<file path="config.mk">
export PLATFORM = sky130hd
export DESIGN_NAME = tmu_top
export DESIGN_NICKNAME = d
export VERILOG_FILES = /design/src/tmu_pixel_pkg.sv /design/src/tmu_cfg_pkg.sv /design/src/tmu_decay.sv /design/src/tmu_dst_scan.sv /design/src/tmu_fb_write.sv /design/src/tmu_frame_ctl.sv /design/src/tmu_top.sv
export SDC_FILE = /design/constraint.sdc
export NUM_CORES = 1
export LEC_CHECK = 0
export CORE_MARGIN = 2
export CORE_UTILIZATION = 50
export DETAILED_ROUTE_END_ITERATION = 12
export DONT_BUFFER_PORTS = 1
export PLACE_DENSITY = 0.68
export SYNTH_ARGS = -nofsm -noshare
export SYNTH_HDL_FRONTEND = slang
export SYNTH_HIERARCHICAL = 1
export SYNTH_SLANG_ARGS = --single-unit
</file>
<file path="constraint.sdc">
create_clock -name sys_clk -period 19.85 [get_ports sys_clk]
set_input_delay 0.9925 -clock sys_clk [delete_from_list [all_inputs] [get_ports sys_clk]]
set_output_delay 0.9925 -clock sys_clk [all_outputs]
set_load 0.1 [all_outputs]
</file>
<file path="src/tmu_pixel_pkg.sv">
package tmu_pixel_pkg;

	//##################################################
	// pixel formats
	//##################################################

	localparam int fb_adr_w_max = 30;	// widest word address on the fb port

	typedef struct packed {
		logic [4:0] r;	// red in the top bits
		logic [5:0] g;	// green, six bits wide
		logic [4:0] b;	// blue in the bottom bits
	} rgb565_t;

	// raw view for keying, field view for scaling
	typedef union packed {
		logic [15:0] raw;	// whole halfword
		rgb565_t rgb;	// split channels
	} pixel_u;

	//##################################################
	// framebuffer write word
	//##################################################

	typedef struct packed {
		logic [fb_adr_w_max-1:0] adr;	// word address, upper bits zero
		logic [31:0] dat;	// even halfword sits low
		logic [1:0] sel;	// bit 0 picks the low lane
	} fb_wr_t;

endpackage

</file>
<file path="src/tmu_cfg_pkg.sv">
package tmu_cfg_pkg;

	import tmu_pixel_pkg::*;

	//##################################################
	// per-frame setup
	//##################################################

	typedef struct packed {
		logic [5:0] brightness;	// 63 means unscaled
		logic chroma_key_en;	// drop keyed pixels
		pixel_u chroma_key;	// compared as raw word
	} decay_cfg_t;

	// stride equals hres
	typedef struct packed {
		logic [fb_adr_w_max-1:0] dst_base;	// halfword address
		logic [10:0] hres;	// pixels per row
		logic [10:0] vres;	// rows per frame
	} frame_geom_t;

endpackage

</file>
<file path="src/tmu_decay.sv">
`timescale 1ns/1ps

module tmu_decay import tmu_pixel_pkg::*, tmu_cfg_pkg::*; #(
	parameter int fml_depth = 26
) (
	input  logic                 sys_clk,
	input  logic                 sys_rst,
	input  decay_cfg_t           cfg_i,
	output logic                 busy_o,
	input  logic                 pipe_stb_i,
	output logic                 pipe_ack_o,
	input  pixel_u               src_pixel_i,
	input  logic [fml_depth-2:0] dst_addr_i,
	output logic                 pipe_stb_o,
	input  logic                 pipe_ack_i,
	output pixel_u               src_pixel_o,
	output logic [fml_depth-2:0] dst_addr_o
);

	logic en;
	logic s1_valid;
	logic s2_valid;
	logic s3_valid;
	logic key_hit;

	pixel_u s1_pix;
	pixel_u s2_pix;
	logic [fml_depth-2:0] s1_addr;
	logic [fml_depth-2:0] s2_addr;
	logic [5:0] s1_bright1;	// wraps to 0 at full brightness
	logic s1_full;
	logic s2_full;
	logic [10:0] s2_r;
	logic [11:0] s2_g;
	logic [10:0] s2_b;

	assign en = pipe_ack_i;	// downstream ack moves all stages
	assign pipe_ack_o = pipe_ack_i;
	assign key_hit = cfg_i.chroma_key_en & (s1_pix.raw == cfg_i.chroma_key.raw);

	//##################################################
	// valid chain
	//##################################################

	always_ff @(posedge sys_clk) begin
		if (sys_rst) begin
			s1_valid <= 1'b0;
			s2_valid <= 1'b0;
			s3_valid <= 1'b0;
		end else if (en) begin
			s1_valid <= pipe_stb_i;
			s2_valid <= s1_valid & ~key_hit;	// keyed pixel dies here
			s3_valid <= s2_valid;
		end
	end

	//##################################################
	// data path
	//##################################################

	always_ff @(posedge sys_clk) begin
		if (en) begin
			s1_pix <= src_pixel_i;
			s1_addr <= dst_addr_i;
			s1_bright1 <= cfg_i.brightness + 6'd1;
			s1_full <= cfg_i.brightness == 6'd63;

			s2_pix <= s1_pix;
			s2_addr <= s1_addr;
			s2_full <= s1_full;
			s2_r <= s1_bright1 * s1_pix.rgb.r;	// 11 bit product
			s2_g <= s1_bright1 * s1_pix.rgb.g;	// 12 bit product
			s2_b <= s1_bright1 * s1_pix.rgb.b;

			dst_addr_o <= s2_addr;
			if (s2_full) begin
				src_pixel_o <= s2_pix;	// bypass, multiplier saw zero
			end else begin
				src_pixel_o.rgb.r <= s2_r[10:6];	// divide by 64
				src_pixel_o.rgb.g <= s2_g[11:6];
				src_pixel_o.rgb.b <= s2_b[10:6];
			end
		end
	end

	assign pipe_stb_o = s3_valid;
	assign busy_o = s1_valid | s2_valid | s3_valid;

	a_stb_known: assert property (@(posedge sys_clk) disable iff (sys_rst)
		!$isunknown(pipe_stb_o));

endmodule

</file>
<file path="src/tmu_dst_scan.sv">
`timescale 1ns/1ps

module tmu_dst_scan import tmu_pixel_pkg::*, tmu_cfg_pkg::*; #(
	parameter int fml_depth = 26
) (
	input  logic                 sys_clk,
	input  logic                 sys_rst,
	input  logic                 arm_i,
	input  frame_geom_t          geom_i,
	input  logic                 pix_stb_i,
	input  pixel_u               pix_i,
	output logic                 pix_ack_o,
	output logic                 out_stb_o,
	output pixel_u               out_pix_o,
	output logic [fml_depth-2:0] out_addr_o,
	input  logic                 out_ack_i,
	output logic                 done_o
);

	logic [10:0] x_cnt;
	logic [10:0] y_cnt;
	logic [fml_depth-2:0] row_off;	// y times hres, kept as running sum
	logic ready;
	logic xfer;
	logic last_x;
	logic last_y;

	assign ready = arm_i & ~done_o;	// closed outside a frame
	assign out_stb_o = pix_stb_i & ready;
	assign pix_ack_o = out_ack_i & ready;
	assign out_pix_o = pix_i;	// pixel passes untouched
	assign out_addr_o = geom_i.dst_base[fml_depth-2:0] + row_off + (fml_depth-1)'(x_cnt);

	assign xfer = out_stb_o & out_ack_i;
	assign last_x = x_cnt == geom_i.hres - 11'd1;
	assign last_y = y_cnt == geom_i.vres - 11'd1;

	always_ff @(posedge sys_clk) begin
		if (sys_rst || !arm_i) begin	// rewind between frames
			x_cnt <= '0;
			y_cnt <= '0;
			row_off <= '0;
			done_o <= 1'b0;
		end else if (xfer) begin
			if (last_x) begin
				x_cnt <= '0;
				y_cnt <= y_cnt + 11'd1;
				row_off <= row_off + (fml_depth-1)'(geom_i.hres);	// next row
				if (last_y)
					done_o <= 1'b1;	// frame fully scanned
			end else begin
				x_cnt <= x_cnt + 11'd1;
			end
		end
	end

	a_x_in_row: assert property (@(posedge sys_clk) disable iff (sys_rst)
		arm_i |-> x_cnt < geom_i.hres);

endmodule

</file>
<file path="src/tmu_fb_write.sv">
`timescale 1ns/1ps

module tmu_fb_write import tmu_pixel_pkg::*; #(
	parameter int fml_depth = 26
) (
	input  logic                 sys_clk,
	input  logic                 sys_rst,
	input  logic                 in_stb_i,
	input  pixel_u               in_pix_i,
	input  logic [fml_depth-2:0] in_addr_i,
	output logic                 in_ack_o,
	input  logic                 flush_i,
	output logic                 idle_o,
	output logic                 fb_stb_o,
	output fb_wr_t               fb_o,
	input  logic                 fb_ack_i
);

	logic pend_v;	// even halfword waiting for its partner
	pixel_u pend_pix;
	logic [fml_depth-2:0] pend_adr;
	logic wr_v;	// write outstanding on fb port
	fb_wr_t wr_q;
	logic flush_req;	// flush seen while a halfword still waits
	logic pair;
	logic take;
	logic hold_even;
	logic odd_solo;
	logic pend_issue;
	logic wr_load;

	assign pair = pend_v & in_stb_i & (in_addr_i == {pend_adr[fml_depth-2:1], 1'b1});
	// a non-partner waits while the pending halfword goes out alone
	assign in_ack_o = ~wr_v & (~pend_v | pair | ~in_stb_i);
	assign take = in_stb_i & in_ack_o;
	assign hold_even = take & ~pend_v & ~in_addr_i[0];
	assign odd_solo = take & ~pend_v & in_addr_i[0];
	assign pend_issue = ~wr_v & pend_v & ~pair & (in_stb_i | flush_req);
	assign wr_load = (take & pair) | odd_solo | pend_issue;

	always_ff @(posedge sys_clk) begin
		if (sys_rst) begin
			pend_v <= 1'b0;
			wr_v <= 1'b0;
			flush_req <= 1'b0;
		end else begin
			if (wr_load)
				wr_v <= 1'b1;
			else if (fb_ack_i)
				wr_v <= 1'b0;	// write accepted
			if (hold_even)
				pend_v <= 1'b1;
			else if ((take & pair) | pend_issue)
				pend_v <= 1'b0;
			flush_req <= flush_i | (flush_req & pend_v & ~pend_issue);
		end
	end

	always_ff @(posedge sys_clk) begin
		if (hold_even) begin
			pend_pix <= in_pix_i;
			pend_adr <= in_addr_i;
		end
		if (take & pair) begin	// both lanes
			wr_q.adr <= fb_adr_w_max'(pend_adr[fml_depth-2:1]);
			wr_q.dat <= {in_pix_i.raw, pend_pix.raw};
			wr_q.sel <= 2'b11;
		end else if (pend_issue) begin	// even lane only
			wr_q.adr <= fb_adr_w_max'(pend_adr[fml_depth-2:1]);
			wr_q.dat <= {16'h0000, pend_pix.raw};
			wr_q.sel <= 2'b01;
		end else if (odd_solo) begin	// odd lane only
			wr_q.adr <= fb_adr_w_max'(in_addr_i[fml_depth-2:1]);
			wr_q.dat <= {in_pix_i.raw, 16'h0000};
			wr_q.sel <= 2'b10;
		end
	end

	assign fb_stb_o = wr_v;
	assign fb_o = wr_q;
	assign idle_o = ~pend_v & ~wr_v;

	a_sel_nonzero: assert property (@(posedge sys_clk) disable iff (sys_rst)
		fb_stb_o |-> fb_o.sel != 2'b00);

endmodule

</file>
<file path="src/tmu_frame_ctl.sv">
`timescale 1ns/1ps

module tmu_frame_ctl import tmu_cfg_pkg::*; (
	input  logic        sys_clk,
	input  logic        sys_rst,
	input  logic        start_i,
	input  decay_cfg_t  cfg_i,
	input  frame_geom_t geom_i,
	input  logic        scan_done_i,
	input  logic        decay_busy_i,
	input  logic        wr_idle_i,
	output decay_cfg_t  cfg_o,
	output frame_geom_t geom_o,
	output logic        arm_o,
	output logic        flush_o,
	output logic        busy_o,
	output logic        done_o
);

	typedef enum logic [1:0] {
		st_idle,
		st_run,
		st_flush,
		st_done
	} state_t;

	state_t state;

	always_ff @(posedge sys_clk) begin
		if (sys_rst) begin
			state <= st_idle;
			done_o <= 1'b0;
		end else begin
			done_o <= 1'b0;	// single cycle pulse
			case (state)
				st_idle: begin
					if (start_i)
						state <= st_run;
				end
				st_run: begin
					if (scan_done_i && !decay_busy_i)	// all pixels through decay
						state <= st_flush;
				end
				st_flush: begin
					state <= st_done;	// one flush cycle
				end
				default: begin
					if (wr_idle_i) begin	// last write acked
						state <= st_idle;
						done_o <= 1'b1;
					end
				end
			endcase
		end
	end

	// frame setup held for the whole frame
	always_ff @(posedge sys_clk) begin
		if (start_i && state == st_idle) begin
			cfg_o <= cfg_i;
			geom_o <= geom_i;
		end
	end

	assign arm_o = state == st_run;	// scan accepts pixels
	assign flush_o = state == st_flush;
	assign busy_o = state != st_idle;

	a_no_start_busy: assert property (@(posedge sys_clk) disable iff (sys_rst)
		start_i |-> !busy_o);

endmodule

</file>
<file path="src/tmu_top.sv">
`timescale 1ns/1ps

module tmu_top import tmu_pixel_pkg::*, tmu_cfg_pkg::*; #(
	parameter int fml_depth = 26
) (
	input  logic        sys_clk,
	input  logic        sys_rst,
	input  logic        start_i,
	input  decay_cfg_t  cfg_i,
	input  frame_geom_t geom_i,
	input  logic        pix_stb_i,
	input  pixel_u      pix_i,
	output logic        pix_ack_o,
	output logic        fb_stb_o,
	output fb_wr_t      fb_o,
	input  logic        fb_ack_i,
	output logic        busy_o,
	output logic        done_o
);

	decay_cfg_t cfg_q;	// frame-stable copies
	frame_geom_t geom_q;
	logic arm;
	logic flush;
	logic scan_done;
	logic decay_busy;
	logic wr_idle;

	//##################################################
	// scan to decay to writer
	//##################################################

	logic scan_stb;
	logic scan_ack;
	pixel_u scan_pix;
	logic [fml_depth-2:0] scan_addr;
	logic dec_stb;
	logic dec_ack;
	pixel_u dec_pix;
	logic [fml_depth-2:0] dec_addr;

	tmu_frame_ctl u_frame_ctl (
		.sys_clk      (sys_clk),
		.sys_rst      (sys_rst),
		.start_i      (start_i),
		.cfg_i        (cfg_i),
		.geom_i       (geom_i),
		.scan_done_i  (scan_done),
		.decay_busy_i (decay_busy),
		.wr_idle_i    (wr_idle),
		.cfg_o        (cfg_q),
		.geom_o       (geom_q),
		.arm_o        (arm),
		.flush_o      (flush),
		.busy_o       (busy_o),
		.done_o       (done_o)
	);

	tmu_dst_scan #(.fml_depth(fml_depth)) u_dst_scan (
		.sys_clk    (sys_clk),
		.sys_rst    (sys_rst),
		.arm_i      (arm),
		.geom_i     (geom_q),
		.pix_stb_i  (pix_stb_i),
		.pix_i      (pix_i),
		.pix_ack_o  (pix_ack_o),
		.out_stb_o  (scan_stb),
		.out_pix_o  (scan_pix),
		.out_addr_o (scan_addr),
		.out_ack_i  (scan_ack),
		.done_o     (scan_done)
	);

	tmu_decay #(.fml_depth(fml_depth)) u_decay (
		.sys_clk     (sys_clk),
		.sys_rst     (sys_rst),
		.cfg_i       (cfg_q),
		.busy_o      (decay_busy),
		.pipe_stb_i  (scan_stb),
		.pipe_ack_o  (scan_ack),	// writer ack passed straight back
		.src_pixel_i (scan_pix),
		.dst_addr_i  (scan_addr),
		.pipe_stb_o  (dec_stb),
		.pipe_ack_i  (dec_ack),
		.src_pixel_o (dec_pix),
		.dst_addr_o  (dec_addr)
	);

	tmu_fb_write #(.fml_depth(fml_depth)) u_fb_write (
		.sys_clk   (sys_clk),
		.sys_rst   (sys_rst),
		.in_stb_i  (dec_stb),
		.in_pix_i  (dec_pix),
		.in_addr_i (dec_addr),
		.in_ack_o  (dec_ack),
		.flush_i   (flush),
		.idle_o    (wr_idle),
		.fb_stb_o  (fb_stb_o),
		.fb_o      (fb_o),
		.fb_ack_i  (fb_ack_i)
	);

endmodule

</file>
==> results of run 1 <==
[final timing paths]
kind                                    start                          endpoint  slack, ns  depth (start not counted)
max          u_decay/dst_addr_o[12]$_DFFE_PP_  u_dst_scan/y_cnt[5]$_SDFFE_PP0P_      14.22                         12
min             u_decay/s2_addr[15]$_DFFE_PP_  u_decay/dst_addr_o[15]$_DFFE_PP_       0.41                          0
max reg2reg  u_decay/dst_addr_o[12]$_DFFE_PP_  u_dst_scan/y_cnt[5]$_SDFFE_PP0P_      14.22                         12
min reg2reg     u_decay/s2_addr[15]$_DFFE_PP_  u_decay/dst_addr_o[15]$_DFFE_PP_       0.41                          0
[flip-flops by register name, summed over array words and instances, names as in the netlist, 2 cells and up]
register,flops
u_decay/dst_addr_o,25
u_decay/s1_addr,25
u_decay/s1_bright1,6
u_decay/s1_pix,16
u_decay/s2_addr,25
u_decay/s2_b,5
u_decay/s2_g,6
u_decay/s2_pix,16
u_decay/s2_r,5
u_decay/src_pixel_o,16
u_dst_scan/row_off,25
u_dst_scan/x_cnt,11
u_dst_scan/y_cnt,11
u_fb_write/fb_o,58
u_fb_write/pend_adr,24
u_fb_write/pend_pix,16
u_frame_ctl/cfg_o,23
u_frame_ctl/geom_o,47
u_frame_ctl/state,2
[routing by layer]
layer,vias up,track usage [%],part of all wire [%],routed length [um]
met1,5216,26.4,49,16900
met5,-,0,0,0
met2,267,27.7,44,15300
met3,40,4.27,5.6,1950
met4,0,4.78,1.6,565
li1,5345,-,-,-
[layout make-up]
type                       instances  area [um2]
timing repair buffer               9        80.1
inverter                          71         267
clock buffer                      44        1030
fill                            3103       16800
antenna                            1        2.50
tap                              511         639
clock inverter                    25         303
sequential                       372       10600
multi-input combinational        974        7760
[per-stage QoR]
stage | hold slack, ns | area (um2) | util (%) | power [mW]
6_report | 0.410 | 20700 | 55.1 | 2.51
5_1_grt | 0.418 | 20700 | 55.1 | 2.68
4_1_cts | 0.412 | 20700 | 55.1 | 2.54
3_5_place_dp | 0.405 | 19300 | 51.5 | 1.78
3_3_place_gp | 0.405 | 19300 | 51.5 | 1.76
2_1_floorplan | 0.400 | 18900 | - | 1.63
[cells in the final DEF (no fill, tap or decap), drive strengths merged, types with 5 or more instances in the layout]
cell	n
edfxtp	313
nand2	111
ha	107
and2	77
inv	75
xnor2	64
a21oi	60
dfxtp	59
nor2	57
fa	51
xor2	50
clkbuf	44
nand4	33
nand2b	30
o21ai	26
a22o	25
o31ai	24
mux2i	23
nand3b	20
a21o	19
nand3	18
mux2	17
nor4	15
and3	14
nor3	14
or3	11
nor2b	11
a31oi	10
clkinv	10
buf	9
o21bai	8
a211oi	7
clkinvlp	6
or2	6
conb	6
bufinv	5
o21a	5
a221oi	5
[worst max-delay path, stage by stage, from the launching register on]
cell and delay (ns):
edfxtp_1 0.42, xor2_1 0.19, nor4_1 0.52, nand2_1 0.63
o41ai_2 0.60, buf_12 0.59, and4b_1 0.49, nand3_1 0.15
a211o_1 0.28, a211oi_4 0.25, nand3_2 0.47, or4_1 0.65
a21oi_1 0.15
[where the power goes]
group	internal, mW	leakage (nW)	switching, mW
clock network	0.443	0.634	0.305
logic	0.266	3.66	0.348
registers	1.02	3.54	0.128
total	1.73	7.84	0.781
==> reports/results.txt, run 1 <==
Status -> finished, final reports clean
Share of cells above drive strength 1 -> 8.09%
Core Area -> 0.0375 mm2
Die Y-Extent -> 198 um
P_leak -> 7.84 nW
Max IR drop VDD -> 104 uV
CTS H-tree lvls -> 2
Crit path kind -> reg -> reg
Nets -> 1722
Total GRT Usage -> 18.2%
Worst Path Arrival -> 6.10 ns
Period utilization -> 28.3%
Non-Filler Instances -> 2007
Synthesized instance count -> 1474
Final WL -> 34.7 mm
First-pass GRT wire length -> 56.2 mm
Vias/cell -> 5.42
Mean Syn Cell Area -> 12.8 um2
Worst slack at placement -> 14.25 ns
Syn-to-layout area delta -> 9.22%
Die width -> 198 um
Post-route minimum period -> 5.63 ns
Slew margin rel. -> 21.3%
Initial cell density of the core -> 50.4%
Post_cts resized -> 0
Port Buf Inserts -> 0
WL per Instance -> 17.3 um
Clk buf depth -> 3
Worst-Margin Slew -> 1.17 ns
Setup-failing EPs final -> 0
Worst hold path type -> reg -> reg
Vias in the first global route -> 10618
Total CTS buffers -> 40
Cell Area, Synth -> 0.0189 mm2
Largest net degree at the start of global routing -> 154
Clk sinks -> 372
CTS Hold Buffers Added -> 0
Pins Over Slew Limit -> 0
Die Area -> 0.0394 mm2
Final GP Congestion -> 0.861
CP required -> 20.33 ns
Num rows -> 71
Final WS setup -> 14.22 ns
Ports -> 164
Setup TNS -> 0 ns
Skew final -> 0.0230 ns
CTS tree -> done
First-pass iteration count of the detailed router -> 5
Max-Cap Viols -> 0
Yosys warns -> 6
Power Density -> 122 mW/mm2
Crit path launch type -> flop
Crit Path Max Fanout -> 153
Vias after detailed routing -> 10868
Initial antenna violation count -> 1
Final hold vios -> 0
Initial DRC count -> 600
Drc violations -> 0
Clock-pin slew on the worst setup and hold paths -> 0.06 ns
Overflow after GRT -> 0
DP Cell Count -> 1937
Final HPWL DP -> 24.6 mm
Clk root buf -> clkbuf_16
RSZ-0062 raised after global routing -> false
CP endpoint kind -> flop
Achievable clock frequency -> 0.178 GHz
DRT antenna net count -> 0
Clock Latency Late Sink -> 0.57 ns
Post-CTS Setup Inserts -> 0
Power figures use the tool's default switching activity.
==> run 2: changes to the inputs <==
Clock period 19.85 ns to 4.7 ns, I/O delays scaled along.
==> run 2 against run 1 <==
Compared with the run above:
- setup slack got worse by 14 ns
- die area did not move
- fmax rose by 33%
- worst hold slack got worse by 0.27 ns
- clock-buffer cell count rose by 2
- largest cell class unchanged
- via count rose by 4.0%
- critical path type unchanged
- largest power group unchanged
- non-clock buffer count rose by 99
==> reports/results.txt, run 2 (synthesized netlist as in run 1, its figures left out) <==
Ports -> 164 (unchanged)
Final core utilization -> 57.7% (+2.6 points)
Post-route minimum period -> 4.22 ns (-1.40 ns)
Skew final -> 0.0151 ns (-0.00794 ns)
Clk sinks -> 372 (unchanged)
Pins Over Slew Limit -> 0 (unchanged)
Max-Cap Viols -> 0 (unchanged)
Vias/cell -> 5.36 (-1.0%)
CTS Hold Buffers Added -> 89 (+89)
Slew margin rel. -> 22.0% (+0.68 points)
DRT antenna net count -> 0 (unchanged)
Final hold vios -> 0 (unchanged)
Vias in the first global route -> 11058 (+4.1%)
Final Cell Area -> 0.0216 mm2 (+4.7%)
Overflow after GRT -> 0 (unchanged)
CTS H-tree lvls -> 2 (unchanged)
Status -> finished, final reports clean
Clk buf depth -> 3 (unchanged)
Max IR drop VDD -> 282 uV (+170%)
Port Buf Inserts -> 0 (unchanged)
Area post-placement -> 0.0194 mm2 (+0.55%)
Final WS setup -> 0.477 ns (-13.75 ns)
Clock-pin slew on the worst setup and hold paths -> 0.06 ns (about the same)
Post-CTS Setup Inserts -> 0 (unchanged)
Worst hold path type -> in -> reg
P_leak -> 8.24 nW (+5.2%)
Largest net degree at the start of global routing -> 153 (-0.65%)
Antenna cells -> 0 (-1)
RSZ-0062 raised after global routing -> false
Post_cts resized -> 0 (unchanged)
DP Cell Count -> 1947 (+0.52%)
Die Area -> 0.0394 mm2 (unchanged)
Power Density -> 491 mW/mm2 (+300%)
Initial cell density of the core -> 50.4% (unchanged)
Setup-failing EPs final -> 0 (unchanged)
Final GP Congestion -> 0.885 (+2.8%)
Total CTS buffers -> 40 (unchanged)
Die width -> 198 um (unchanged)
Worst slack at placement -> 0.494 ns (-13.75 ns)
CP endpoint kind -> flop
Non-Filler Instances -> 2108 (+5.0%)
Crit path launch type -> flop
Core Area -> 0.0375 mm2 (unchanged)
Crit path kind -> reg -> reg
Clock Latency Late Sink -> 0.56 ns (about the same)
Drc violations -> 0 (unchanged)
Final WL -> 36.0 mm (+3.8%)
Vias after detailed routing -> 11301 (+4.0%)
Num rows -> 71 (unchanged)
CP required -> 5.16 ns (-15.17 ns)
Most frequent cells in the layout -> edfxtp_1 (313), nand2_1 (111), ha_1 (107)
Achievable clock frequency -> 0.237 GHz (+33%)
Crit Path Max Fanout -> 13 (-92%)
Initial DRC count -> 652 (+8.7%)
Share of cells above drive strength 1 -> 8.14% (+0.047 points)
Max FFs per register -> 58 (unchanged)
First-pass GRT wire length -> 58.2 mm (+3.7%)
Total GRT Usage -> 18.8% (+0.60 points)
Total power -> 10.6 mW (+320%)
WL per Instance -> 17.1 um (-1.2%)
CTS tree -> done
Initial antenna violation count -> 0 (-1)
Die Y-Extent -> 198 um (unchanged)
Syn-to-layout area delta -> 14.3%
Final HPWL DP -> 25.0 mm (+1.7%)
Clk root buf -> clkbuf_16
Worst Path Arrival -> 4.69 ns (-1.41 ns)
First-pass iteration count of the detailed router -> 5 (unchanged)
Nets -> 1821 (+5.7%)
Period utilization -> 89.8% (+61 points)
Commonest non-fill, non-tap cell in the layout -> edfxtp_1
Worst-Margin Slew -> 1.17 ns (-0.00434 ns)
==> run 2: worst max-delay path, stage by stage (launching register included) <==
cell and delay (ns):
edfxtp_1 0.43, xnor2_1 0.17, nand4_1 0.14, or4_1 0.62
o41ai_4 0.53, and4b_1 0.43, nand3_2 0.13, a211o_1 0.33
a211oi_4 0.30, and3_1 0.56, buf_4 0.27, nand2_1 0.07
a21oi_1 0.15
==> run 2: worst paths after layout <==
kind | cells past startpoint | to | slack [ns] | from
setup / recovery | 12 | u_dst_scan/row_off[4]$_SDFFE_PP0P_ | 0.48 | u_decay/dst_addr_o[23]$_DFFE_PP_
hold / removal | 3 | u_frame_ctl/state[1]$_SDFFE_PP0P_ | 0.14 | start_i
setup reg to reg | 12 | u_dst_scan/row_off[4]$_SDFFE_PP0P_ | 0.48 | u_decay/dst_addr_o[23]$_DFFE_PP_
hold reg to reg | 0 | u_decay/dst_addr_o[7]$_DFFE_PP_ | 0.42 | u_decay/s2_addr[7]$_DFFE_PP_
==> run 2: power breakdown <==
| group | switching [mW] | internal (mW) | total [mW] | leakage, nW |
|---|---|---|---|---|
| Clock | 1.28 | 1.80 | 3.08 | 0.622 |
| Sequential | 0.545 | 4.31 | 4.86 | 3.54 |
| Combinational | 1.49 | 1.18 | 2.67 | 4.08 |
| Total | 3.32 | 7.29 | 10.6 | 8.24 |
==> run 2: cell type report <==
| cell class | instances | area (um2) |
|---|---|---|
| repair buffers | 108 | 1050 |
| well taps | 511 | 639 |
| fillers | 3002 | 15900 |
| flip-flops and latches | 372 | 10600 |
| inverters | 71 | 267 |
| clock inverters | 26 | 273 |
| multi-input cells | 974 | 7790 |
| clock buffers | 46 | 1020 |
==> run 2: per-stage QoR <==
stage / TNS, ns / hold WS (ns)
floorplan: -476.50 / 0.304
global placement: 0 / 0.308
detailed placement: 0 / 0.313
CTS: 0 / 0.121
global route: 0 / 0.160
finish: 0 / 0.143
==> run 2: routing by layer <==
metal | GRT usage (%) | share of wire [%] | routed length, um | vias up
met2 | 28.8 | 45 | 16100 | 266
met5 | 0 | 0 | 0 | -
met3 | 3.17 | 4.6 | 1650 | 42
li1 | - | - | - | 5543
met1 | 27.6 | 49 | 17600 | 5450
met4 | 5.61 | 1.9 | 666 | 0
